### config.mk
export PLATFORM = sky130hd
export DESIGN_NAME = bus_crossbar
export DESIGN_NICKNAME = d
export VERILOG_FILES = /design/src/source/bus_pkg.sv /design/src/source/bus_crossbar.sv
export SDC_FILE = /design/constraint.sdc
export NUM_CORES = 1
export LEC_CHECK = 0
export BUFFER_PORTS_ARGS = -buffer_cell sky130_fd_sc_hd__clkbuf_2
export CORE_AREA = 2 2 201 203
export DETAILED_ROUTE_END_ITERATION = 7
export DIE_AREA = 0 0 203 205
export GPL_TIMING_DRIVEN = 0
export HOLD_SLACK_MARGIN = 0.12
export SETUP_SLACK_MARGIN = 0.3
export SYNTH_ARGS = -nofsm -noshare
export SYNTH_HDL_FRONTEND = slang
export SYNTH_SLANG_ARGS = --single-unit
export TNS_END_PERCENT = 100
### constraint.sdc
create_clock -name clk -period 6.2 [get_ports clk]
set_input_delay 0.93 -clock clk [delete_from_list [all_inputs] [get_ports clk]]
set_output_delay 0.93 -clock clk [all_outputs]
set_load 0.1 [all_outputs]
### src/source/bus_pkg.sv
package bus_pkg;

  // ==================================================
  // bus widths
  // ==================================================
  typedef logic [31:0] addr_t;  // byte address.
  typedef logic [31:0] data_t;
  typedef logic [3:0]  strb_t;  // all clear means load.

  typedef enum logic [1:0] {
    slot_ram   = 2'd0,
    slot_gpio  = 2'd1,
    slot_timer = 2'd2
  } slot_t;

  localparam int N_CORE    = 2;
  localparam int N_SLOT    = 3;
  localparam int RAM_WORDS = 256;

  // register offsets, address bits 3:2.
  localparam logic [1:0] GPIO_OUT_OFS   = 2'd0;
  localparam logic [1:0] GPIO_IN_OFS    = 2'd1;
  localparam logic [1:0] TIMER_CNT_OFS  = 2'd0;
  localparam logic [1:0] TIMER_CMP_OFS  = 2'd1;
  localparam logic [1:0] TIMER_FLAG_OFS = 2'd2;

  // unmapped space lands in the ram slot.
  function automatic slot_t decode_slot(input addr_t addr);
    case (addr[29:28])
      2'd1:    return slot_gpio;
      2'd2:    return slot_timer;
      default: return slot_ram;
    endcase
  endfunction

endpackage

### src/source/bus_crossbar.sv
module bus_crossbar (
  input  logic                                   clk,
  input  logic                                   nrst,
  // core side
  input  logic            [bus_pkg::N_CORE-1:0]  core_req,
  input  bus_pkg::addr_t  [bus_pkg::N_CORE-1:0]  core_addr,
  input  bus_pkg::strb_t  [bus_pkg::N_CORE-1:0]  core_wstrb,
  input  bus_pkg::data_t  [bus_pkg::N_CORE-1:0]  core_wdata,
  output logic            [bus_pkg::N_CORE-1:0]  core_gnt,
  output logic            [bus_pkg::N_CORE-1:0]  core_data_gnt,
  output bus_pkg::data_t  [bus_pkg::N_CORE-1:0]  core_rdata,
  // slave side
  output logic            [bus_pkg::N_SLOT-1:0]  slv_req,
  output bus_pkg::addr_t  [bus_pkg::N_SLOT-1:0]  slv_addr,
  output bus_pkg::strb_t  [bus_pkg::N_SLOT-1:0]  slv_wstrb,
  output bus_pkg::data_t  [bus_pkg::N_SLOT-1:0]  slv_wdata,
  input  logic            [bus_pkg::N_SLOT-1:0]  slv_gnt,
  input  logic            [bus_pkg::N_SLOT-1:0]  slv_data_gnt,
  input  bus_pkg::data_t  [bus_pkg::N_SLOT-1:0]  slv_rdata
);
  import bus_pkg::*;

  // ==================================================
  // per-core request slots
  // ==================================================
  logic  [N_CORE-1:0] req_valid;
  logic  [N_CORE-1:0] req_requested;  // accepted by the slave.
  logic  [N_CORE-1:0] req_filled;     // load data captured.
  addr_t [N_CORE-1:0] req_addr;
  strb_t [N_CORE-1:0] req_strb;
  data_t [N_CORE-1:0] req_data;       // store data, then load data.
  slot_t              req_slot [N_CORE];

  logic [N_CORE-1:0] capture;
  logic [N_CORE-1:0] is_store;
  logic [N_CORE-1:0] own;
  logic [N_CORE-1:0] accept;
  logic [N_CORE-1:0] data_hit;
  logic [N_CORE-1:0] done;

  // one-hot owner per slot.
  logic [N_SLOT-1:0][N_CORE-1:0] route;

  always_comb begin
    for (int c = 0; c < N_CORE; c++) begin
      req_slot[c] = decode_slot(req_addr[c]);
      capture[c]  = core_req[c] & ~req_valid[c];
      is_store[c] = |req_strb[c];
    end
  end

  // ==================================================
  // arbitration
  // ==================================================
  always_comb begin
    for (int s = 0; s < N_SLOT; s++) begin
      route[s] = '0;
      // lowest waiting core wins.
      for (int c = N_CORE - 1; c >= 0; c--) begin
        if (req_valid[c] && req_slot[c] == slot_t'(s)) begin
          route[s]    = '0;
          route[s][c] = 1'b1;
        end
      end
      // a core already accepted keeps the slot until its data returns.
      for (int c = 0; c < N_CORE; c++) begin
        if (req_valid[c] && req_requested[c] && req_slot[c] == slot_t'(s)) begin
          route[s]    = '0;
          route[s][c] = 1'b1;
        end
      end
    end
  end

  always_comb begin
    for (int c = 0; c < N_CORE; c++) begin
      own[c]      = route[req_slot[c]][c];
      accept[c]   = req_valid[c] & ~req_requested[c] & own[c] & slv_gnt[req_slot[c]];
      data_hit[c] = req_requested[c] & ~req_filled[c] & own[c] &
                    slv_data_gnt[req_slot[c]];
      done[c]     = (accept[c] & is_store[c]) | req_filled[c];
    end
  end

  // ==================================================
  // slot state
  // ==================================================
  always_ff @(posedge clk) begin
    if (!nrst) begin
      req_valid     <= '0;
      req_requested <= '0;
      req_filled    <= '0;
    end else begin
      for (int c = 0; c < N_CORE; c++) begin
        if (capture[c]) begin
          req_valid[c] <= 1'b1;
        end else if (done[c]) begin
          req_valid[c]     <= 1'b0;
          req_requested[c] <= 1'b0;
          req_filled[c]    <= 1'b0;
        end else if (accept[c]) begin
          req_requested[c] <= 1'b1;
        end else if (data_hit[c]) begin
          req_filled[c] <= 1'b1;
        end
      end
    end
  end

  always_ff @(posedge clk) begin
    for (int c = 0; c < N_CORE; c++) begin
      if (capture[c]) begin
        req_addr[c] <= core_addr[c];
        req_strb[c] <= core_wstrb[c];
        req_data[c] <= core_wdata[c];
      end else if (data_hit[c]) begin
        req_data[c] <= slv_rdata[req_slot[c]];
      end
    end
  end

  // ==================================================
  // routing
  // ==================================================
  always_comb begin
    for (int s = 0; s < N_SLOT; s++) begin
      slv_req[s]   = 1'b0;
      slv_addr[s]  = '0;
      slv_wstrb[s] = '0;
      slv_wdata[s] = '0;
      for (int c = 0; c < N_CORE; c++) begin
        if (route[s][c]) begin
          slv_req[s]   = ~req_requested[c];
          slv_addr[s]  = req_addr[c];
          slv_wstrb[s] = req_strb[c];
          slv_wdata[s] = req_data[c];
        end
      end
    end
  end

  always_comb begin
    for (int c = 0; c < N_CORE; c++) begin
      core_gnt[c]      = ~req_valid[c];
      core_data_gnt[c] = req_filled[c];
      core_rdata[c]    = req_filled[c] ? req_data[c] : '0;
    end
  end

endmodule

==> impl_metrics.env <==
export IMPL_start_kind="flop"
export IMPL_routed_via_density=5.10
export IMPL_vias=10100
export IMPL_fillers=4133
export IMPL_critPathKind="reg -> out"
export IMPL_hold_viol=0
export IMPL_maxSlewViolCount=0
export IMPL_rsz0062_at_grt="no"
export IMPL_path_clk_slew_ns=0.07
export IMPL_hp_class="reg -> reg"
export IMPL_ys_top_cells_by_area="edfxtp_1, a22o_1, mux2i_1"
export IMPL_final_layout_size_suffix_gt1_frac=0.418
export IMPL_yosysSeqAreaShare=0.454
export IMPL_peakVddDrop_v=0.000180
export IMPL_synth_top_area_frac=0.441
export IMPL_syn_area_sq_mm=0.00926
export IMPL_cts_buffers=17
export IMPL_syn_nets=1136
export IMPL_die_w_um=203
export IMPL_htreeDepth=4
export IMPL_tightestPinTransition_ns=1.00
export IMPL_p_per_area_mw_per_mm2=262
export IMPL_cp_buffers_inverters=3
export IMPL_fmax_ghz=0.220
export IMPL_wl_met2_um=23500
export IMPL_port_buffers=515
export IMPL_avgSynthCellArea_sq_um=10.4
export IMPL_min_period_over_period=0.734
export IMPL_detail_route_antenna_nets=0
export IMPL_cts_tree="yes"
export IMPL_grt_pass1_vias=9896
export IMPL_holdWs_ns=0.488
export IMPL_status="finished clean"
export IMPL_die_h_um=205
export IMPL_die_area_sq_mm=0.0416
export IMPL_ys_ff_latch=142
export IMPL_cp_slowest_cell="nor2_1"
export IMPL_syn_instance_count=888
export IMPL_post_cts_buffers=0
export IMPL_crit_path_end_kind="output pin"
export IMPL_dr_max_layer_used="met5"
export IMPL_clock_sinks=142
export IMPL_wire_per_inst_um=23.9
export IMPL_gr_usage_all_layers=0.217
export IMPL_fin_skew_ns=0.00896
export IMPL_drt_initial_drc_count=734
export IMPL_core_area_sq_mm=0.0394
export IMPL_grt_ovfl_total=0
export IMPL_drc_errors=0
export IMPL_grt_pass1_wl_um=65100
export IMPL_post_route_util=0.334
export IMPL_finalNonFillerCells=1973
export IMPL_hpwl_um=36700
export IMPL_slowest_delay_ns=0.68
export IMPL_relSlewSlack=0.324
export IMPL_place_congestion=0.910
export IMPL_cp_top_family="buffers and inverters"
export IMPL_dp_cells=1935
export IMPL_wl_met3_um=3190
export IMPL_cts_root_buf="clkbuf_16"
export IMPL_ios=517
export IMPL_clockBufferDepth=2
export IMPL_cp_arrival_ns=3.62
export IMPL_synth_warnings=0
export IMPL_hold_buffers=0
export IMPL_synth_cell_types=42
export IMPL_rows=73
export IMPL_first_pass_iters=5
export IMPL_yosys_area_top_type="edfxtp_1"
export IMPL_setup_viol=0
export IMPL_cts_resized=0
export IMPL_cp_max_fo=10
export IMPL_antenna_found_initial=7
export IMPL_power_total_uw=3450
export IMPL_maxCapViolCount=0
export IMPL_p_leak_uw=0.00593
export IMPL_required_ns=5.27
export IMPL_start_util=0.235
export IMPL_period_minus_slack_ns=4.55
export IMPL_clkLatencyLatePin_ns=0.46
export IMPL_drt_met1_wl_um=19500
export IMPL_worstPathCellList="inv_1 > ha_1 > and3b_1 > nor2_1 > clkbuf_1 > a22o_1 > clkbuf_2"
export IMPL_layout_nets=1677
export IMPL_area_growth_pct=42.1
export IMPL_drt_wl_total_um=47100
export IMPL_grt_max_degree=39
==> per-layer routing <==
layer	up-vias	track usage
met4	4	0.0699
met1	4925	0.256
met3	58	0.0480
li1	4560	-
met5	-	0
met2	521	0.389
==> state kept, by name (all words and copies together) (netlist names) <==
| signal | flops |
|---|---|
| core_data_gnt | 2 |
| req_valid | 2 |
| req_data | 64 |
| req_addr | 64 |
| req_strb | 8 |
| req_requested | 2 |
==> worst reg2reg max path, delay by kind of cell (launching register included) <==
| kind | cells | cell delay, ns |
|---|---|---|
| compound gates | 2 | 1.14 |
| simple gates | 1 | 0.17 |
| buf+inv | 4 | 1.16 |
| flops | 1 | 0.52 |
| fa+ha+maj | 1 | 0.22 |
==> synth_stat cells (all sizes together) <==
cell type / instances
and3: 1
nand2b: 1
a211oi: 2
mux2i: 67
nor4: 1
nand4b: 1
a221oi: 1
nor2b: 3
nor3: 3
nor2: 74
buf: 47
or2: 1
ha: 6
o221ai: 31
and3b: 3
dfxtp: 6
o211ai: 1
clkbuf: 52
nand3b: 3
a31oi: 1
o32ai: 1
o31ai: 3
a21oi: 69
inv: 12
edfxtp: 136
o311a: 1
o41a: 2
or4: 2
o21a: 32
o41ai: 1
o2111ai: 1
a21boi: 2
nand3: 5
o21ai: 5
and2: 65
a22o: 204
nand2: 42
==> cells by family (layout without fill, tap and decap cells) <==
logic type,Yosys count,count (layout),share of synthesized area
AND/OR/NAND/NOR,205,205,0.108
buffers and inverters,111,665,0.0534
flip-flops,142,142,0.454
multiplexers,67,67,0.0724
other,0,6,0
AO/OA/AOI/OAI,357,357,0.304
adder cells (fa/ha/maj),6,6,0.00811
==> final cells by class <==
class | instances | area, sq um | area share
diodes | 6 | 15.0 | 0.00114
plain buffers | 99 | 449 | 0.0341
clock buffers | 17 | 425 | 0.0323
clock inverters | 15 | 128 | 0.00970
inverters | 12 | 45.0 | 0.00342
multi-input cells | 635 | 4570 | 0.347
flip-flops and latches | 142 | 4200 | 0.319
well taps | 525 | 657 | 0.0499
repair buffers | 522 | 2670 | 0.203
==> worst paths after layout <==
| kind | startpoint | endpoint | slack (ns) | cells past startpoint |
|---|---|---|---|---|
| worst max-delay path | req_addr[28] | slv_wdata[19] | 1.65 | 7 |
| worst min-delay path | req_requested[0] | core_data_gnt[0] | 0.49 | 2 |
| worst max register to register | req_addr[28] | req_data[11] | 2.71 | 8 |
| worst min register to register | req_requested[0] | core_data_gnt[0] | 0.49 | 2 |
==> cell usage in the layout (no fill, tap or decap), drive strengths merged, types with 32 or more instances in the layout <==
cell type  count
mux2i         67
o21a          32
nand2         42
clkbuf       584
edfxtp       136
a22o         204
buf           54
nor2          74
a21oi         69
and2          65
==> per-stage QoR <==
stage / setup slack (ns) / setup TNS [ns] / cell area [sq um]
4_1_cts: 1.60 / 0 / 13100
5_1_grt: 1.46 / 0 / 13200
3_3_place_gp: -2.90 / -92.55 / 12500
6_report: 1.65 / 0 / 13200
3_5_place_dp: 2.11 / 0 / 12600
2_1_floorplan: 1.03 / 0 / 9260
==> power breakdown <==
group | switching (uW) | internal [uW] | leakage, uW
logic | 947 | 268 | 0.00433
registers | 75.7 | 1140 | 0.00135
clock network | 488 | 523 | 0.000261
Power figures use the tool's default switching activity.
