### config.mk
export PLATFORM = sky130hd
export DESIGN_NAME = bus_timer
export DESIGN_NICKNAME = d
export VERILOG_FILES = /design/src/source/bus_pkg.sv /design/src/source/bus_timer.sv
export SDC_FILE = /design/constraint.sdc
export NUM_CORES = 1
export LEC_CHECK = 0
export ABC_CLOCK_PERIOD_IN_PS = 4900
export BUFFER_PORTS_ARGS = -buffer_cell sky130_fd_sc_hd__buf_2
export CAP_MARGIN = 20
export CORE_UTILIZATION = 55
export DETAILED_ROUTE_END_ITERATION = 8
export PLACE_DENSITY_LB_ADDON = 0.1
export SYNTH_ARGS = -nofsm -noshare
export SYNTH_HDL_FRONTEND = slang
export SYNTH_SLANG_ARGS = --single-unit
### constraint.sdc
create_clock -name clk -period 4.9 [get_ports clk]
set_clock_uncertainty 0.2 [all_clocks]
set_input_delay 0 -clock clk [delete_from_list [all_inputs] [get_ports clk]]
set_output_delay 0 -clock clk [all_outputs]
set_load 0.03 [all_outputs]
### src/source/bus_pkg.sv
package bus_pkg;

  // ==================================================
  // bus widths
  // ==================================================
  typedef logic [31:0] addr_t;  // byte address.
  typedef logic [31:0] data_t;
  typedef logic [3:0]  strb_t;  // all clear means load.

  typedef enum logic [1:0] {
    slot_ram   = 2'd0,
    slot_gpio  = 2'd1,
    slot_timer = 2'd2
  } slot_t;

  localparam int N_CORE    = 2;
  localparam int N_SLOT    = 3;
  localparam int RAM_WORDS = 256;

  // register offsets, address bits 3:2.
  localparam logic [1:0] GPIO_OUT_OFS   = 2'd0;
  localparam logic [1:0] GPIO_IN_OFS    = 2'd1;
  localparam logic [1:0] TIMER_CNT_OFS  = 2'd0;
  localparam logic [1:0] TIMER_CMP_OFS  = 2'd1;
  localparam logic [1:0] TIMER_FLAG_OFS = 2'd2;

  // unmapped space lands in the ram slot.
  function automatic slot_t decode_slot(input addr_t addr);
    case (addr[29:28])
      2'd1:    return slot_gpio;
      2'd2:    return slot_timer;
      default: return slot_ram;
    endcase
  endfunction

endpackage

### src/source/bus_timer.sv
module bus_timer (
  input  logic           clk,
  input  logic           nrst,
  input  logic           req,
  input  bus_pkg::addr_t addr,
  input  bus_pkg::strb_t wstrb,
  input  bus_pkg::data_t wdata,
  output logic           gnt,
  output logic           data_gnt,
  output bus_pkg::data_t rdata,
  output logic           timer_match
);
  import bus_pkg::*;

  data_t cnt_q;
  data_t cmp_q;
  logic  flag_q;     // sticky match.
  logic  accepted;
  logic  is_load;
  logic  pending;
  logic  flag_clr;

  assign accepted = req & gnt;
  assign is_load  = ~|wstrb;
  assign flag_clr = accepted & ~is_load & (addr[3:2] == TIMER_FLAG_OFS);

  // ==================================================
  // counter and compare
  // ==================================================
  always_ff @(posedge clk) begin
    if (!nrst) begin
      pending <= 1'b0;
      cnt_q   <= '0;
      cmp_q   <= '1;  // far away after reset.
      flag_q  <= 1'b0;
    end else begin
      pending <= accepted & is_load;
      cnt_q   <= cnt_q + 1'b1;
      if (cnt_q == cmp_q) begin
        flag_q <= 1'b1;  // set beats clear.
      end else if (flag_clr) begin
        flag_q <= 1'b0;
      end
      if (accepted && addr[3:2] == TIMER_CMP_OFS) begin
        for (int b = 0; b < 4; b++) begin
          if (wstrb[b]) cmp_q[8*b +: 8] <= wdata[8*b +: 8];
        end
      end
    end
  end

  always_ff @(posedge clk) begin
    if (accepted && is_load) begin
      case (addr[3:2])
        TIMER_CNT_OFS:  rdata <= cnt_q;
        TIMER_CMP_OFS:  rdata <= cmp_q;
        TIMER_FLAG_OFS: rdata <= {31'd0, flag_q};
        default:        rdata <= '0;
      endcase
    end
  end

  assign gnt         = ~pending;
  assign data_gnt    = pending;
  assign timer_match = flag_q;

endmodule

==> flow_summary.ini, run 1 <==
[outcome]
status = completed

[grt]
grt_max_degree = 68
gr-total-overflow = 0
grtUsageMet1_pct = 36.8
first_global_vias = 3652
grtUsageTotal_pct = 27.4
busiest_layer = met2
use_met2_pct = 44.4
grt_pass1_wl_um = 18100
antenna_found_initial = 0
use_met3_pct = 4.63

[die]
rows = 32
coreArea_um2 = 7930
start_util_pct = 58.0
fp.dieArea_um2 = 8740
ios = 106
die-height_um = 93.5
die_x_um = 93.5

[logic_synthesis]
async_reset_ff_share_pct = 0
ys_types = 38
yosys-top-cells-count = 76 x nand3_1, 66 x dfxtp_1, 40 x nand2_1
ys_seq_area_share_pct = 49.6
syn_inst = 462
ys_ff_latch = 98
ys_warn_count = 0
synthFlopType = dfxtp_1
synth_edf_count = 32
synth_area_leaders = dfxtp_1 29%, edfxtp_1 21%, nand3_1 8.3%, xor2_1 7.0%, mux2i_1 7.0%
yosysMostFrequentCell = nand3_1
synth_top_area_share_pct = 28.7
syn_nets = 534
syn_area_um2 = 4600
yosys.area.top_type = dfxtp_1
avgSynthCellArea_um2 = 9.96

[clocking]
cts-root-buf = clkbuf_8
path_clk_slew_ps = 100
clk_latency_ps = 360
cts_made_buffers = 9
post_cts_resized = 0
htreeDepth = 3
cts_sinks = 98
cts_buffer_depth = 2
cts_tree = built

[power_and_ir_drop]
powerDensity_nw_per_um2 = 271
ir_worst_vdd_mv = 0.166
leakage_nw = 2.36
finalPower_mw = 1.58

[hold_path]
holdPathEnd = cmp_q[5]
holdCritPathClass = input pin to register
holdPathStages = 4
min-delay-start = wstrb[0]

[timing]
whs_ps = 50.8
setup_viol = 0
maxSlewHeadroom_pct = 28.5
post-route-period-util_pct = 47.5
hold_viol = 0
drv_slew = 0
grt_setup_unrepaired = no
tns_ps = 0
fin_crit_ps = 2330
worst_pin_slew_ps = 1070
layout_setup_ws_ps = 2570
fmax_mhz = 430

[worst_setup_path]
worst_ep_required_time_ps = 4940
crit_arrival_ps = 2370
reg2reg_slack_ps = 2570
r2r_cells = 6
rr_startpoint = cnt_q[1]
crit_path_start_kind = register
critPathKind = register to register
end_kind = register
r2r-end = cnt_q[20]
crit_fanout = 8

[layout]
n_antenna_cell = 0
nFillCells = 559
layout-drive-gt1-share_pct = 17.3
regArea_um2 = 2280
final_core_util_pct = 73.7
final_area_um2 = 5840
final_cells = 692
fin_nets = 657
area_growth_pct = 26.9
multi_input_area_um2 = 2150

[detailed_routing]
via_per_inst = 5.46
ant_nets = 0
wl_per_cell_um = 16.3
wirelength_um = 11300
dr.pass1.iters = 4
drt_first_iter_violations = 145
drc_errors = 0
num_vias = 3775

[place]
place_inst = 611
dp_slack_ps = 2590
hpwl_um = 6730
place_area_um2 = 4970
portBuffers = 75
globalplace.congestion = 0.818

[flow_run]
drv_cap = 0
[where the power goes]
group	switching (mW)	internal, mW
registers	0.0136	0.853
logic	0.0761	0.0667
clock network	0.283	0.290
[repair_timing]
action	in CTS	in global routing
setup buffers	0	0
hold buffers	65	0
endpoints found under the setup margin	0	0
endpoints found under the hold margin	33	0
[logic make-up (layout without fill, tap and decap cells)]
family,count (synthesis),after routing,share of synthesized area [%]
flops,98,98,49.6
compound gates,7,7,1.01
mux,32,32,6.96
xor+xnor,60,60,11.4
fa+ha+maj,1,1,0.272
buf+inv,35,163,3.81
simple gates,229,229,26.9
[registers in the layout, summed over array words and instances, names as in the netlist]
register,cells
rdata,32
cmp_q,32
data_gnt,1
timer_match,1
cnt_q,32
[critical path: stages, from the launching register on]
cell	delay (ps)
dfxtp_1	460
ha_1	260
nand4_1	440
nor4_4	410
nand4_1	160
xnor2_1	140
and2_1	150
[routing by layer]
metal	wire [um]	vias up	part of all wire, %
li1	-	1836	-
met1	5140	1769	46
met2	5170	146	46
met3	664	24	5.9
met4	294	0	2.6
met5	0	-	0
[cell type report]
type / count / share of cell area, %
clock buffer: 10 / 2.18
clock inverter: 6 / 1.54
inverter: 4 / 0.257
multi-input combinational: 329 / 36.8
sequential: 98 / 39.1
tap: 102 / 2.18
timing repair buffer: 143 / 17.9
[cells in the final DEF (no fill, tap or decap), types with 2 or more instances in the layout]
cell           count
clkbuf_8           9
and2_1            31
edfxtp_1          32
buf_2             75
bufinv_16          2
o21ai_0            3
dlygate4sd3_1     65
and3_1             5
nor2b_1            4
inv_1              4
nor4_1             9
mux2i_1           32
buf_4              3
nand3_1           76
nand2b_1           2
nand4_4            2
and4_1             2
nand4b_1           3
dfxtp_1           66
xnor2_1           23
nand2_1           40
nand4_1           11
nor4_2             2
xor2_1            37
nor2_1            34
[worst max-delay path by stage]
stage,slack [ps],end,depth (start not counted),start
floorplan,2740,rdata[0],2,data_gnt
global placement,2640,cnt_q[28],6,cnt_q[1]
detailed placement,2590,cnt_q[28],6,cnt_q[1]
CTS,2560,cnt_q[20],6,cnt_q[0]
global route,2380,cnt_q[20],6,cnt_q[1]
finish,2570,cnt_q[20],6,cnt_q[1]
Power figures use the tool's default switching activity.
==> run 2: changes to the inputs <==
--- a/config.mk
+++ b/config.mk
@@ -5,10 +5,10 @@
 export SDC_FILE = /design/constraint.sdc
 export NUM_CORES = 1
 export LEC_CHECK = 0
-export ABC_CLOCK_PERIOD_IN_PS = 4900
+export ABC_CLOCK_PERIOD_IN_PS = 2100
 export BUFFER_PORTS_ARGS = -buffer_cell sky130_fd_sc_hd__buf_2
 export CAP_MARGIN = 20
-export CORE_UTILIZATION = 55
+export CORE_UTILIZATION = 49
 export DETAILED_ROUTE_END_ITERATION = 8
 export PLACE_DENSITY_LB_ADDON = 0.1
 export SYNTH_ARGS = -nofsm -noshare
==> constraint.sdc (replaced) <==
create_clock -name clk -period 2.1 [get_ports clk]
set_clock_uncertainty 0.2 [all_clocks]
set_input_delay 0 -clock clk [delete_from_list [all_inputs] [get_ports clk]]
set_output_delay 0 -clock clk [all_outputs]
set_load 0.03 [all_outputs]
==> flow_summary.ini, run 2 (same netlist as run 1, synthesis figures left out) <==
[detailed_routing]
dr.pass1.iters = 6
drt_first_iter_violations = 231
wl_per_cell_um = 16.5
num_vias = 3761
wirelength_um = 11600
via_per_inst = 5.34
ant_nets = 0
drc_errors = 0

[power_and_ir_drop]
powerDensity_nw_per_um2 = 635
p_sw_mw = 0.907
leakage_nw = 2.50
finalPower_mw = 3.74
ir_worst_vdd_mv = 0.467
clkPwrFrac_pct = 36.7
p_int_mw = 2.83
p_seq_share_pct = 53.9
swShare_pct = 24.2
combPwrFrac_pct = 9.3

[hold_path]
holdPathEnd = timer_match
holdCritPathClass = input pin to register
holdPathStages = 5
min-delay-start = req

[clocking]
cts_tree = built
cts_sinks = 98
cts_made_buffers = 9
cts-root-buf = clkbuf_8
htreeDepth = 3
cts_buffer_depth = 2
path_clk_slew_ps = 100
clk_latency_ps = 370

[grt]
antenna_found_initial = 0
first_global_vias = 3674
gr-total-overflow = 0
grt_pass1_wl_um = 18700
grtUsageTotal_pct = 24.9
grt_max_degree = 51

[place]
place_inst = 642
hpwl_um = 7610
globalplace.congestion = 0.841
portBuffers = 75

[worst_setup_path]
crit_fanout = 5
cpPeakStageDelay_ps = 430
path_common_cell = nand4_1
critPathKind = register to register
reg2reg_slack_ps = 150
end_kind = register
crit_path_start_kind = register
crit_family = simple AND/OR/NAND/NOR gates
crit_arrival_ps = 2020
critical_path.cell_chain = ha_1 > nand4_1 > buf_4 > nor4_4 > nand4_1 > xnor2_1 > and2_1
rr_startpoint = cnt_q[1]
crit_slowest_cell = dfxtp_1
crit_buf_inv = 1
r2r_cells = 7
worst_ep_required_time_ps = 2160
r2r-end = cnt_q[20]

[timing]
drv_slew = 0
fmax_mhz = 512
worst_pin_slew_ps = 544
post-route-period-util_pct = 93.1
tns_ps = 0
grt_setup_unrepaired = no
setup_viol = 0
fin_crit_ps = 1950
hold_viol = 0
maxSlewHeadroom_pct = 63.4

[layout]
final_common_cell = nand3_1
n_antenna_cell = 0
fin_nets = 663
layout-drive-gt1-share_pct = 22.3
final_cell_mix = 76 x nand3_1, 75 x buf_2, 66 x dfxtp_1
final_cells = 704
top_regs = cmp_q (32), cnt_q (32), rdata (32)
area_growth_pct = 28.1

[outcome]
status = completed

[die]
fp.dieArea_um2 = 9780
ios = 106
coreArea_um2 = 8890
die-height_um = 98.9
rows = 34
die_x_um = 98.9
start_util_pct = 51.8

[flow_run]
drv_cap = 0
[run 2: how the worst max path moves through the flow]
stage                     startpoint          end  slack (ps)  cells after the start
after floorplan             cnt_q[0]    cnt_q[20]         220                      6
after global placement      cnt_q[1]    cnt_q[28]          60                      6
after global routing        cnt_q[9]  timer_match          40                      6
after CTS                   data_gnt     cmp_q[0]          40                      5
after detailed placement    cnt_q[1]    cnt_q[20]          30                      6
final                       cnt_q[1]    cnt_q[20]         150                      7
[run 2: area by class of cell]
| type | instances | area [um2] |
|---|---|---|
| Sequential cell | 98 | 2280 |
| Clock inverter | 6 | 90.1 |
| Inverter | 4 | 15.0 |
| Fill cell | 712 | 3000 |
| Tap cell | 108 | 135 |
| Clock buffer | 10 | 128 |
| Multi-Input combinational cell | 329 | 2160 |
| Timing Repair Buffer | 149 | 1090 |
[run 2: worst reg2reg max path: cells and delay by family, from the launching register on]
family,cells,cell delay [ps]
flops,1,430
xor+xnor,1,140
simple gates,4,650
buf+inv,1,190
fa+ha+maj,1,240
[run 2: layer usage]
layer / global-route usage (%) / share of wire [%]
met4: 8.61 / 1.3
met2: 39.4 / 46
met1: 35.4 / 47
met3: 3.05 / 5.9
met5: 0 / 0
[run 2: timing repair]
action | in CTS | in global routing
gates resized for setup | 0 | 1
hold buffers | 42 | 0
pin swaps | 0 | 2
endpoints found under the setup margin | 1 | 9
buffers inserted | 1 | 3
hold endpoints to repair | 40 | 0
[run 2: metrics by stage]
stage	hold WS, ps	worst slack [ps]	utilization, %	area [um2]
floorplan	-51.9	224	-	4600
global placement	33.0	56.9	58.4	5190
detailed placement	36.5	26.7	58.4	5190
CTS	8.85	44.4	65.7	5840
global route	92.7	44.4	66.3	5890
finish	24.1	145	66.3	5890
[run 2: power groups by stage]
stage	logic (mW)	registers, mW	clock network [mW]
final	0.350	2.02	1.37
after global routing	0.382	2.02	1.46
after CTS	0.340	2.02	1.39
after detailed placement	0.282	2.06	0
after global placement	0.279	2.06	0
after floorplan	0.167	2.07	0
