**src/source/bus_pkg.sv**
```systemverilog
package bus_pkg;

  // ==================================================
  // bus widths
  // ==================================================
  typedef logic [31:0] addr_t;  // byte address.
  typedef logic [31:0] data_t;
  typedef logic [3:0]  strb_t;  // all clear means load.

  typedef enum logic [1:0] {
    slot_ram   = 2'd0,
    slot_gpio  = 2'd1,
    slot_timer = 2'd2
  } slot_t;

  localparam int N_CORE    = 2;
  localparam int N_SLOT    = 3;
  localparam int RAM_WORDS = 256;

  // register offsets, address bits 3:2.
  localparam logic [1:0] GPIO_OUT_OFS   = 2'd0;
  localparam logic [1:0] GPIO_IN_OFS    = 2'd1;
  localparam logic [1:0] TIMER_CNT_OFS  = 2'd0;
  localparam logic [1:0] TIMER_CMP_OFS  = 2'd1;
  localparam logic [1:0] TIMER_FLAG_OFS = 2'd2;

  // unmapped space lands in the ram slot.
  function automatic slot_t decode_slot(input addr_t addr);
    case (addr[29:28])
      2'd1:    return slot_gpio;
      2'd2:    return slot_timer;
      default: return slot_ram;
    endcase
  endfunction

endpackage

```
**src/source/bus_gpio.sv**
```systemverilog
module bus_gpio (
  input  logic           clk,
  input  logic           nrst,
  input  logic           req,
  input  bus_pkg::addr_t addr,
  input  bus_pkg::strb_t wstrb,
  input  bus_pkg::data_t wdata,
  input  bus_pkg::data_t gpio_in,
  output logic           gnt,
  output logic           data_gnt,
  output bus_pkg::data_t rdata,
  output bus_pkg::data_t gpio_out
);
  import bus_pkg::*;

  data_t out_q;
  data_t in_meta_q;  // first sync stage.
  data_t in_sync_q;
  logic  accepted;
  logic  is_load;
  logic  pending;

  assign accepted = req & gnt;
  assign is_load  = ~|wstrb;

  always_ff @(posedge clk) begin
    if (!nrst) begin
      pending   <= 1'b0;
      out_q     <= '0;
      in_meta_q <= '0;
      in_sync_q <= '0;
    end else begin
      pending   <= accepted & is_load;
      in_meta_q <= gpio_in;
      in_sync_q <= in_meta_q;
      if (accepted && addr[3:2] == GPIO_OUT_OFS) begin
        for (int b = 0; b < 4; b++) begin
          if (wstrb[b]) out_q[8*b +: 8] <= wdata[8*b +: 8];
        end
      end
    end
  end

  // read mux, one cycle.
  always_ff @(posedge clk) begin
    if (accepted && is_load) begin
      case (addr[3:2])
        GPIO_OUT_OFS: rdata <= out_q;
        GPIO_IN_OFS:  rdata <= in_sync_q;
        default:      rdata <= '0;
      endcase
    end
  end

  assign gnt      = ~pending;
  assign data_gnt = pending;
  assign gpio_out = out_q;

endmodule

```
**config.mk**
```make
export PLATFORM = sky130hd
export DESIGN_NAME = bus_gpio
export DESIGN_NICKNAME = d
export VERILOG_FILES = /design/src/source/bus_pkg.sv /design/src/source/bus_gpio.sv
export SDC_FILE = /design/constraint.sdc
export NUM_CORES = 1
export LEC_CHECK = 0
export ABC_AREA = 1
export BUFFER_PORTS_ARGS = -buffer_cell sky130_fd_sc_hd__buf_2
export CAP_MARGIN = 20
export CORE_MARGIN = 3
export CORE_UTILIZATION = 35
export CTS_CLUSTER_SIZE = 25
export DETAILED_ROUTE_END_ITERATION = 12
export PLACE_DENSITY = 0.65
export SKIP_LAST_GASP = 1
export SLEW_MARGIN = 40
export SYNTH_ARGS = -nofsm -noshare
export SYNTH_HDL_FRONTEND = slang
export SYNTH_SLANG_ARGS = --single-unit
export TNS_END_PERCENT = 1
```
**constraint.sdc**
```tcl
create_clock -name clk -period 3.6 [get_ports clk]
set_clock_uncertainty 0.2 [all_clocks]
set_input_delay 0.36 -clock clk [delete_from_list [all_inputs] [get_ports clk]]
set_output_delay 0.36 -clock clk [all_outputs]
set_load 0.05 [all_outputs]
```
==> results.py, run 1 <==
metrics = {
    "status": {
        "status": "completed",
    },
    "floorplan": {
        "dieHeight_um": 126,
        "io_pins": 169,
        "fp-row-count": 43,
        "die-area_um2": 16000,
        "initial_standard_cell_utilization_of_the_core": 0.361,
        "standard_cell_core_area_um2": 14000,
        "die-width_um": 126,
    },
    "final_layout": {
        "final_cell_area_um2": 6760,
        "fin_nets": 858,
        "drive_gt1_frac": 0.267,
        "diodes": 0,
        "postLayoutCoreUtil": 0.481,
        "area.growth.synth_to_final_pct": 33.2,
        "fillCellCount": 1329,
        "final_cells": 947,
    },
    "synthesis": {
        "syn-instance-count": 592,
        "synth.yosys.seq_area_share": 0.572,
        "asyncSetResetFlopFracSynth": 0,
        "netlist_top_cells_count": "sky130_fd_sc_hd__inv_1, sky130_fd_sc_hd__nand2_1, sky130_fd_sc_hd__dfxtp_1",
        "synth-edff-count": 32,
        "synth.most_common_cell": "sky130_fd_sc_hd__inv_1",
        "postSynthRegisterBits": 129,
        "yosys.area.top_type_share": 0.383,
        "synth_compound_area_frac": 0.0537,
        "synth_mux_area_frac": 0,
        "syn-num-nets": 695,
        "yosys-top-cells-area": "sky130_fd_sc_hd__dfxtp_1, sky130_fd_sc_hd__edfxtp_1, sky130_fd_sc_hd__inv_1",
        "syn-mean-instance-area_um2": 8.57,
        "main_flop_type_after_synthesis": "sky130_fd_sc_hd__dfxtp_1",
        "yosysTopAreaCell": "sky130_fd_sc_hd__dfxtp_1",
        "synth_simple_gate_area_share": 0.215,
        "yosys.area_share.xor_xnor": 0,
        "synthesis.area_um2": 5080,
        "largest_family_of_logic_cells_by_synthesized_area": "simple AND/OR/NAND/NOR gates",
        "number_of_warnings_printed_during_yosys_synthesis": 0,
        "synth_adder_area_share": 0,
        "yosysUniqueCellTypes": 18,
    },
    "sta": {
        "setup_repair_after_global_routing_missed_its_margin": "false",
        "slew_viol_final": 0,
        "final_hold_viol_count": 0,
        "slew_headroom": 0.513,
        "totalNegativeSetupSlack_ps": 0,
        "setup_violations": 0,
        "final_period_minus_worst_setup_slack_ps": 1750,
        "fmax_mhz": 573,
        "worst-slew-pin-transition_ps": 730,
        "setup_ws_ps": 1850,
        "finalCritPeriodShare": 0.485,
    },
    "critical_path": {
        "timing.critical_path.cells": "buf_2",
        "worst-endpoint-arrival_ps": 1190,
        "reg2reg_depth": 5,
        "critical_path_buf_inv_count": 1,
        "worst-path-stages": 1,
        "critPathSlowestCell": "sky130_fd_sc_hd__dfxtp_1",
        "critical-path-top-delay-family": "flip-flops",
        "path_class": "flip-flop to output port",
        "worst-path-max-fanout": 3,
        "crit_path_max_incr_delay_ps": 460,
        "cp.required_ps": 3040,
        "setup.worst_path.start_class": "flip-flop",
        "cp-end-kind": "output port",
    },
    "power_and_ir_drop": {
        "total_leakage_power_uw": 0.00358,
        "peakVddDrop_v": 0.000432,
        "power_per_cell_area_nw_per_um2": 509,
    },
    "detailed_routing": {
        "remaining_drc_errors": 0,
        "via_per_inst": 4.31,
        "count_of_antenna_violating_nets_left_after_detailed_routing": 0,
        "first_pass_iters": 4,
        "via_count": 4084,
        "drt-wirelength-per-cell_um": 12.7,
        "wirelength_um": 12000,
        "dr.first_iter.drc_count": 216,
    },
    "min_path": {
        "timing.hold.worst.class": "input port to flip-flop",
        "hold_depth": 5,
    },
    "global_route": {
        "overflow": 0,
        "grt_antenna_before_repair": 0,
        "first_global_vias": 4064,
        "maximum_number_of_pins_on_one_net_before_global_route_repair": 98,
        "globalRouteTotalUtil": 0.158,
        "grt_pass1_wl_um": 19800,
    },
    "clock_tree": {
        "clkTransAtPathRegs_ps": 50,
        "insertion_delay_ps": 410,
        "cts_inserted_buffers": 17,
        "cts_sinks": 129,
        "cts_tree": "built",
        "cts-root-buf": "sky130_fd_sc_hd__clkbuf_16",
        "post_cts.resized_instances": 0,
        "clockBufferDepth": 2,
        "cts_htree_levels": 4,
    },
    "flow_run": {
        "drv.max_cap_violation_count": 0,
    },
    "placement": {
        "place_area_um2": 5900,
        "place.detailed.hpwl_um": 7570,
        "pre_cts_ws_ps": 1610,
        "io_buffer_count": 138,
        "finalWeightedCongestion": 0.738,
        "place.detailed.instances": 884,
    },
}
==> tightest hold or removal path, cell delays in order <==
cell,delay [ps]
sky130_fd_sc_hd__buf_2,70
sky130_fd_sc_hd__inv_1,30
sky130_fd_sc_hd__nand4_1,70
sky130_fd_sc_hd__nand2_1,50
sky130_fd_sc_hd__nor2_1,70
==> logic make-up after synthesis <==
group,count (synthesis)
simple gates,235
compound gates,32
buf+inv,196
flops,129
==> what timing repair did <==
item                      in CTS  in global routing
hold buffers                  32                  0
hold endpoints to repair      32                  0
buffers inserted               0                  0
==> placed cells by master, fill, tap and decap left out <==
| cell type | instances |
|---|---|
| sky130_fd_sc_hd__dfxtp_1 | 97 |
| sky130_fd_sc_hd__nor2_8 | 2 |
| sky130_fd_sc_hd__clkinvlp_4 | 1 |
| sky130_fd_sc_hd__buf_6 | 1 |
| sky130_fd_sc_hd__buf_2 | 137 |
| sky130_fd_sc_hd__clkbuf_8 | 1 |
| sky130_fd_sc_hd__buf_4 | 3 |
| sky130_fd_sc_hd__edfxtp_1 | 32 |
| sky130_fd_sc_hd__nand3_1 | 32 |
| sky130_fd_sc_hd__nand4_1 | 32 |
| sky130_fd_sc_hd__nor2_1 | 34 |
| sky130_fd_sc_hd__clkinv_1 | 2 |
| sky130_fd_sc_hd__nor3b_1 | 1 |
| sky130_fd_sc_hd__inv_1 | 163 |
| sky130_fd_sc_hd__dlygate4sd3_1 | 32 |
| sky130_fd_sc_hd__clkbuf_1 | 6 |
| sky130_fd_sc_hd__nand2_1 | 129 |
| sky130_fd_sc_hd__bufinv_16 | 1 |
| sky130_fd_sc_hd__clkinv_2 | 2 |
| sky130_fd_sc_hd__o21ai_2 | 30 |
| sky130_fd_sc_hd__inv_2 | 1 |
| sky130_fd_sc_hd__o21ai_0 | 2 |
| sky130_fd_sc_hd__clkbuf_16 | 18 |
| sky130_fd_sc_hd__inv_4 | 1 |
| sky130_fd_sc_hd__buf_16 | 2 |
| sky130_fd_sc_hd__nor2_4 | 1 |
| sky130_fd_sc_hd__nand3_4 | 4 |
==> through the flow <==
step | total power, uW | hold slack, ps
final | 3440 | 81.9
after global routing | 3580 | 82.2
after CTS | 3480 | 62.2
after detailed placement | 1870 | 196
after global placement | 1870 | 192
after floorplan | 1780 | 190
==> flip-flops by register name (all words and copies together) (netlist names) <==
signal / flops
gpio_out: 32
in_sync_q: 32
rdata: 32
in_meta_q: 32
data_gnt: 1
==> area by class of cell <==
class	count	area (um^2)	area share
sequential	129	2900	0.429
multi-input combinational	267	1370	0.203
timing repair buffer	175	1090	0.162
inverter	165	622	0.0920
clock buffer	25	487	0.0720
tap	180	225	0.0333
clock inverter	6	55.1	0.00814
==> power breakdown <==
| part | internal (uW) | total (uW) | switching [uW] |
|---|---|---|---|
| Combinational | 109 | 317 | 208 |
| Clock | 997 | 1570 | 577 |
| Sequential | 1530 | 1550 | 15.8 |
| Total | 2640 | 3440 | 801 |
==> path summary, 6_finish.rpt <==
path	startpoint	end	slack, ps
hold / removal	wdata[24]	gpio_out[24]	80
setup / recovery	data_gnt	data_gnt	1850
setup reg to reg	data_gnt	rdata[25]	1900
hold reg to reg	in_meta_q[18]	in_sync_q[18]	210
==> metal layers <==
| layer | share of wire | GRT usage | vias to the layer above |
|---|---|---|---|
| met5 | 0 | 0 | - |
| met3 | 0.061 | 0.0560 | 14 |
| met2 | 0.48 | 0.265 | 126 |
| met1 | 0.44 | 0.189 | 1842 |
| met4 | 0.014 | 0.0492 | 0 |
| li1 | - | - | 2102 |
Note: power is estimated with default switching activity, not from simulation.
==> run 2: changes to the inputs <==
--- a/config.mk
+++ b/config.mk
@@ -12,7 +12,7 @@
 export CORE_UTILIZATION = 35
 export CTS_CLUSTER_SIZE = 25
 export DETAILED_ROUTE_END_ITERATION = 12
-export PLACE_DENSITY = 0.65
+export PLACE_DENSITY = 0.67
 export SKIP_LAST_GASP = 1
 export SLEW_MARGIN = 40
 export SYNTH_ARGS = -nofsm -noshare
==> constraint.sdc (replaced) <==
create_clock -name clk -period 1.6 [get_ports clk]
set_clock_uncertainty 0.2 [all_clocks]
set_input_delay 0.16 -clock clk [delete_from_list [all_inputs] [get_ports clk]]
set_output_delay 0.16 -clock clk [all_outputs]
set_load 0.05 [all_outputs]
==> results.py, run 2 (synthesis gave the netlist of run 1 again) <==
metrics = {
    "critical_path": {
        "cp-end-kind": "flip-flop",
        "setup.worst_path.start_class": "input port",
        "reg2reg_depth": 4,
        "cp.required_ps": 1510,
        "worst-endpoint-arrival_ps": 1520,
        "path_class": "input port to flip-flop",
        "worst-path-max-fanout": 9,
    },
    "global_route": {
        "grt_pass1_wl_um": 20900,
        "globalRouteTotalUtil": 0.167,
        "overflow": 0,
        "maximum_number_of_pins_on_one_net_before_global_route_repair": 39,
        "grt_antenna_before_repair": 0,
        "first_global_vias": 4159,
    },
    "clock_tree": {
        "clockBufferDepth": 2,
        "cts_tree": "built",
        "cts_inserted_buffers": 17,
        "clkTransAtPathRegs_ps": 50,
        "insertion_delay_ps": 410,
        "cts_sinks": 129,
        "cts-root-buf": "sky130_fd_sc_hd__clkbuf_16",
        "cts_htree_levels": 4,
        "post_cts_buffers": 0,
    },
    "power_and_ir_drop": {
        "total_leakage_power_uw": 0.00388,
        "peakVddDrop_v": 0.000637,
        "power_per_cell_area_nw_per_um2": 1150,
    },
    "floorplan": {
        "fp-row-count": 43,
        "standard_cell_core_area_um2": 14000,
        "die-width_um": 126,
        "io_pins": 169,
        "initial_standard_cell_utilization_of_the_core": 0.361,
        "dieHeight_um": 126,
        "die-area_um2": 16000,
    },
    "detailed_routing": {
        "first_pass_iters": 4,
        "remaining_drc_errors": 0,
        "via_per_inst": 4.15,
        "wirelength_um": 12800,
        "count_of_antenna_violating_nets_left_after_detailed_routing": 0,
        "drt-wirelength-per-cell_um": 12.7,
        "via_count": 4163,
        "dr.first_iter.drc_count": 213,
    },
    "sta": {
        "hold_slack_ps": 86.8,
        "setup_repair_after_global_routing_missed_its_margin": "true",
        "worst-slew-pin-transition_ps": 322,
        "setup_ws_ps": -0.880,
        "final_hold_viol_count": 0,
        "slew_headroom": 0.785,
        "final_period_minus_worst_setup_slack_ps": 1600,
        "totalNegativeSetupSlack_ps": -1.48,
        "finalCritPeriodShare": 1.00,
        "fmax_mhz": 625,
        "slew_viol_final": 0,
        "setup_violations": 2,
    },
    "min_path": {
        "hold_depth": 4,
        "timing.hold.worst.class": "input port to flip-flop",
    },
    "flow_run": {
        "drv.max_cap_violation_count": 0,
    },
    "final_layout": {
        "drive_gt1_frac": 0.273,
        "commonest_non_fill_non_tap_cell_in_the_layout": "sky130_fd_sc_hd__inv_1",
        "layout.cells.most_common_list": "sky130_fd_sc_hd__inv_1, sky130_fd_sc_hd__buf_2, sky130_fd_sc_hd__nand2_1",
        "area.growth.synth_to_final_pct": 46.0,
        "fin_nets": 913,
        "diodes": 0,
    },
    "status": {
        "status": "finished, violations left",
        "violations_in_the_final_reports": "negative setup slack",
    },
    "placement": {
        "finalWeightedCongestion": 0.728,
        "place.detailed.hpwl_um": 8080,
        "io_buffer_count": 138,
    },
}
-- run 2: cell count changes in the layout (fill, tap and decap cells not counted), sizes merged --
cell         change
clkinvlp         -1
clkinv           +2
clkbuf           -3
buf             +12
dlygate4sd3     +43
bufinv           +3
-- run 2: path summary, 6_finish.rpt --
kind / start / to / slack [ps]
max: wstrb[3] / rdata[29] / -0.9
min: addr[3] / rdata[30] / 90
max reg2reg: data_gnt / rdata[29] / 170
min reg2reg: in_meta_q[8] / in_sync_q[8] / 210
-- run 2: cell type report --
cell class | count | area (um^2)
inverters | 165 | 619
clock buffers | 22 | 495
clock inverters | 10 | 153
flip-flops and latches | 129 | 2910
fillers | 1270 | 6630
well taps | 180 | 225
multi-input cells | 267 | 1370
repair buffers | 230 | 1640
-- run 2: timing repair --
action,CTS,global route
endpoints found under the setup margin,0,50
hold buffers,75,0
resized for setup,0,1
hold endpoints to repair,73,0
-- run 2: layer usage --
metal / part of all wire / up-vias / track usage
met2: 0.48 / 121 / 0.274
met1: 0.45 / 1825 / 0.203
met5: 0 / - / 0
li1: - / 2209 / -
met4: 0.0079 / 0 / 0.0599
met3: 0.065 / 8 / 0.0598
-- run 2: stage by stage --
stage | worst slack (ps) | instances | utilization | cell area (um^2) | total power, uW
final | -0.880 | 1003 | 0.528 | 7410 | 8500
after global routing | -40.7 | 1003 | 0.528 | 7410 | 8840
after global placement | 139 | 896 | 0.428 | 6010 | 4240
after detailed placement | 123 | 896 | 0.428 | 6010 | 4240
after floorplan | -174 | 592 | - | 5090 | 4010
after CTS | 10.6 | 1003 | 0.527 | 7410 | 8600
-- run 2: critical path, cell delays in order --
cell                            delay, ps
sky130_fd_sc_hd__dlygate4sd3_1        530
sky130_fd_sc_hd__buf_2                160
sky130_fd_sc_hd__nor2_1               110
sky130_fd_sc_hd__nand2_1              110
sky130_fd_sc_hd__nor2_4               210
sky130_fd_sc_hd__buf_4                230
-- run 2: where the power goes --
part	total (uW)	switching (uW)	internal, uW
Combinational	835	491	344
Sequential	3480	35.4	3450
Clock	4180	1370	2810
Total	8500	1900	6600
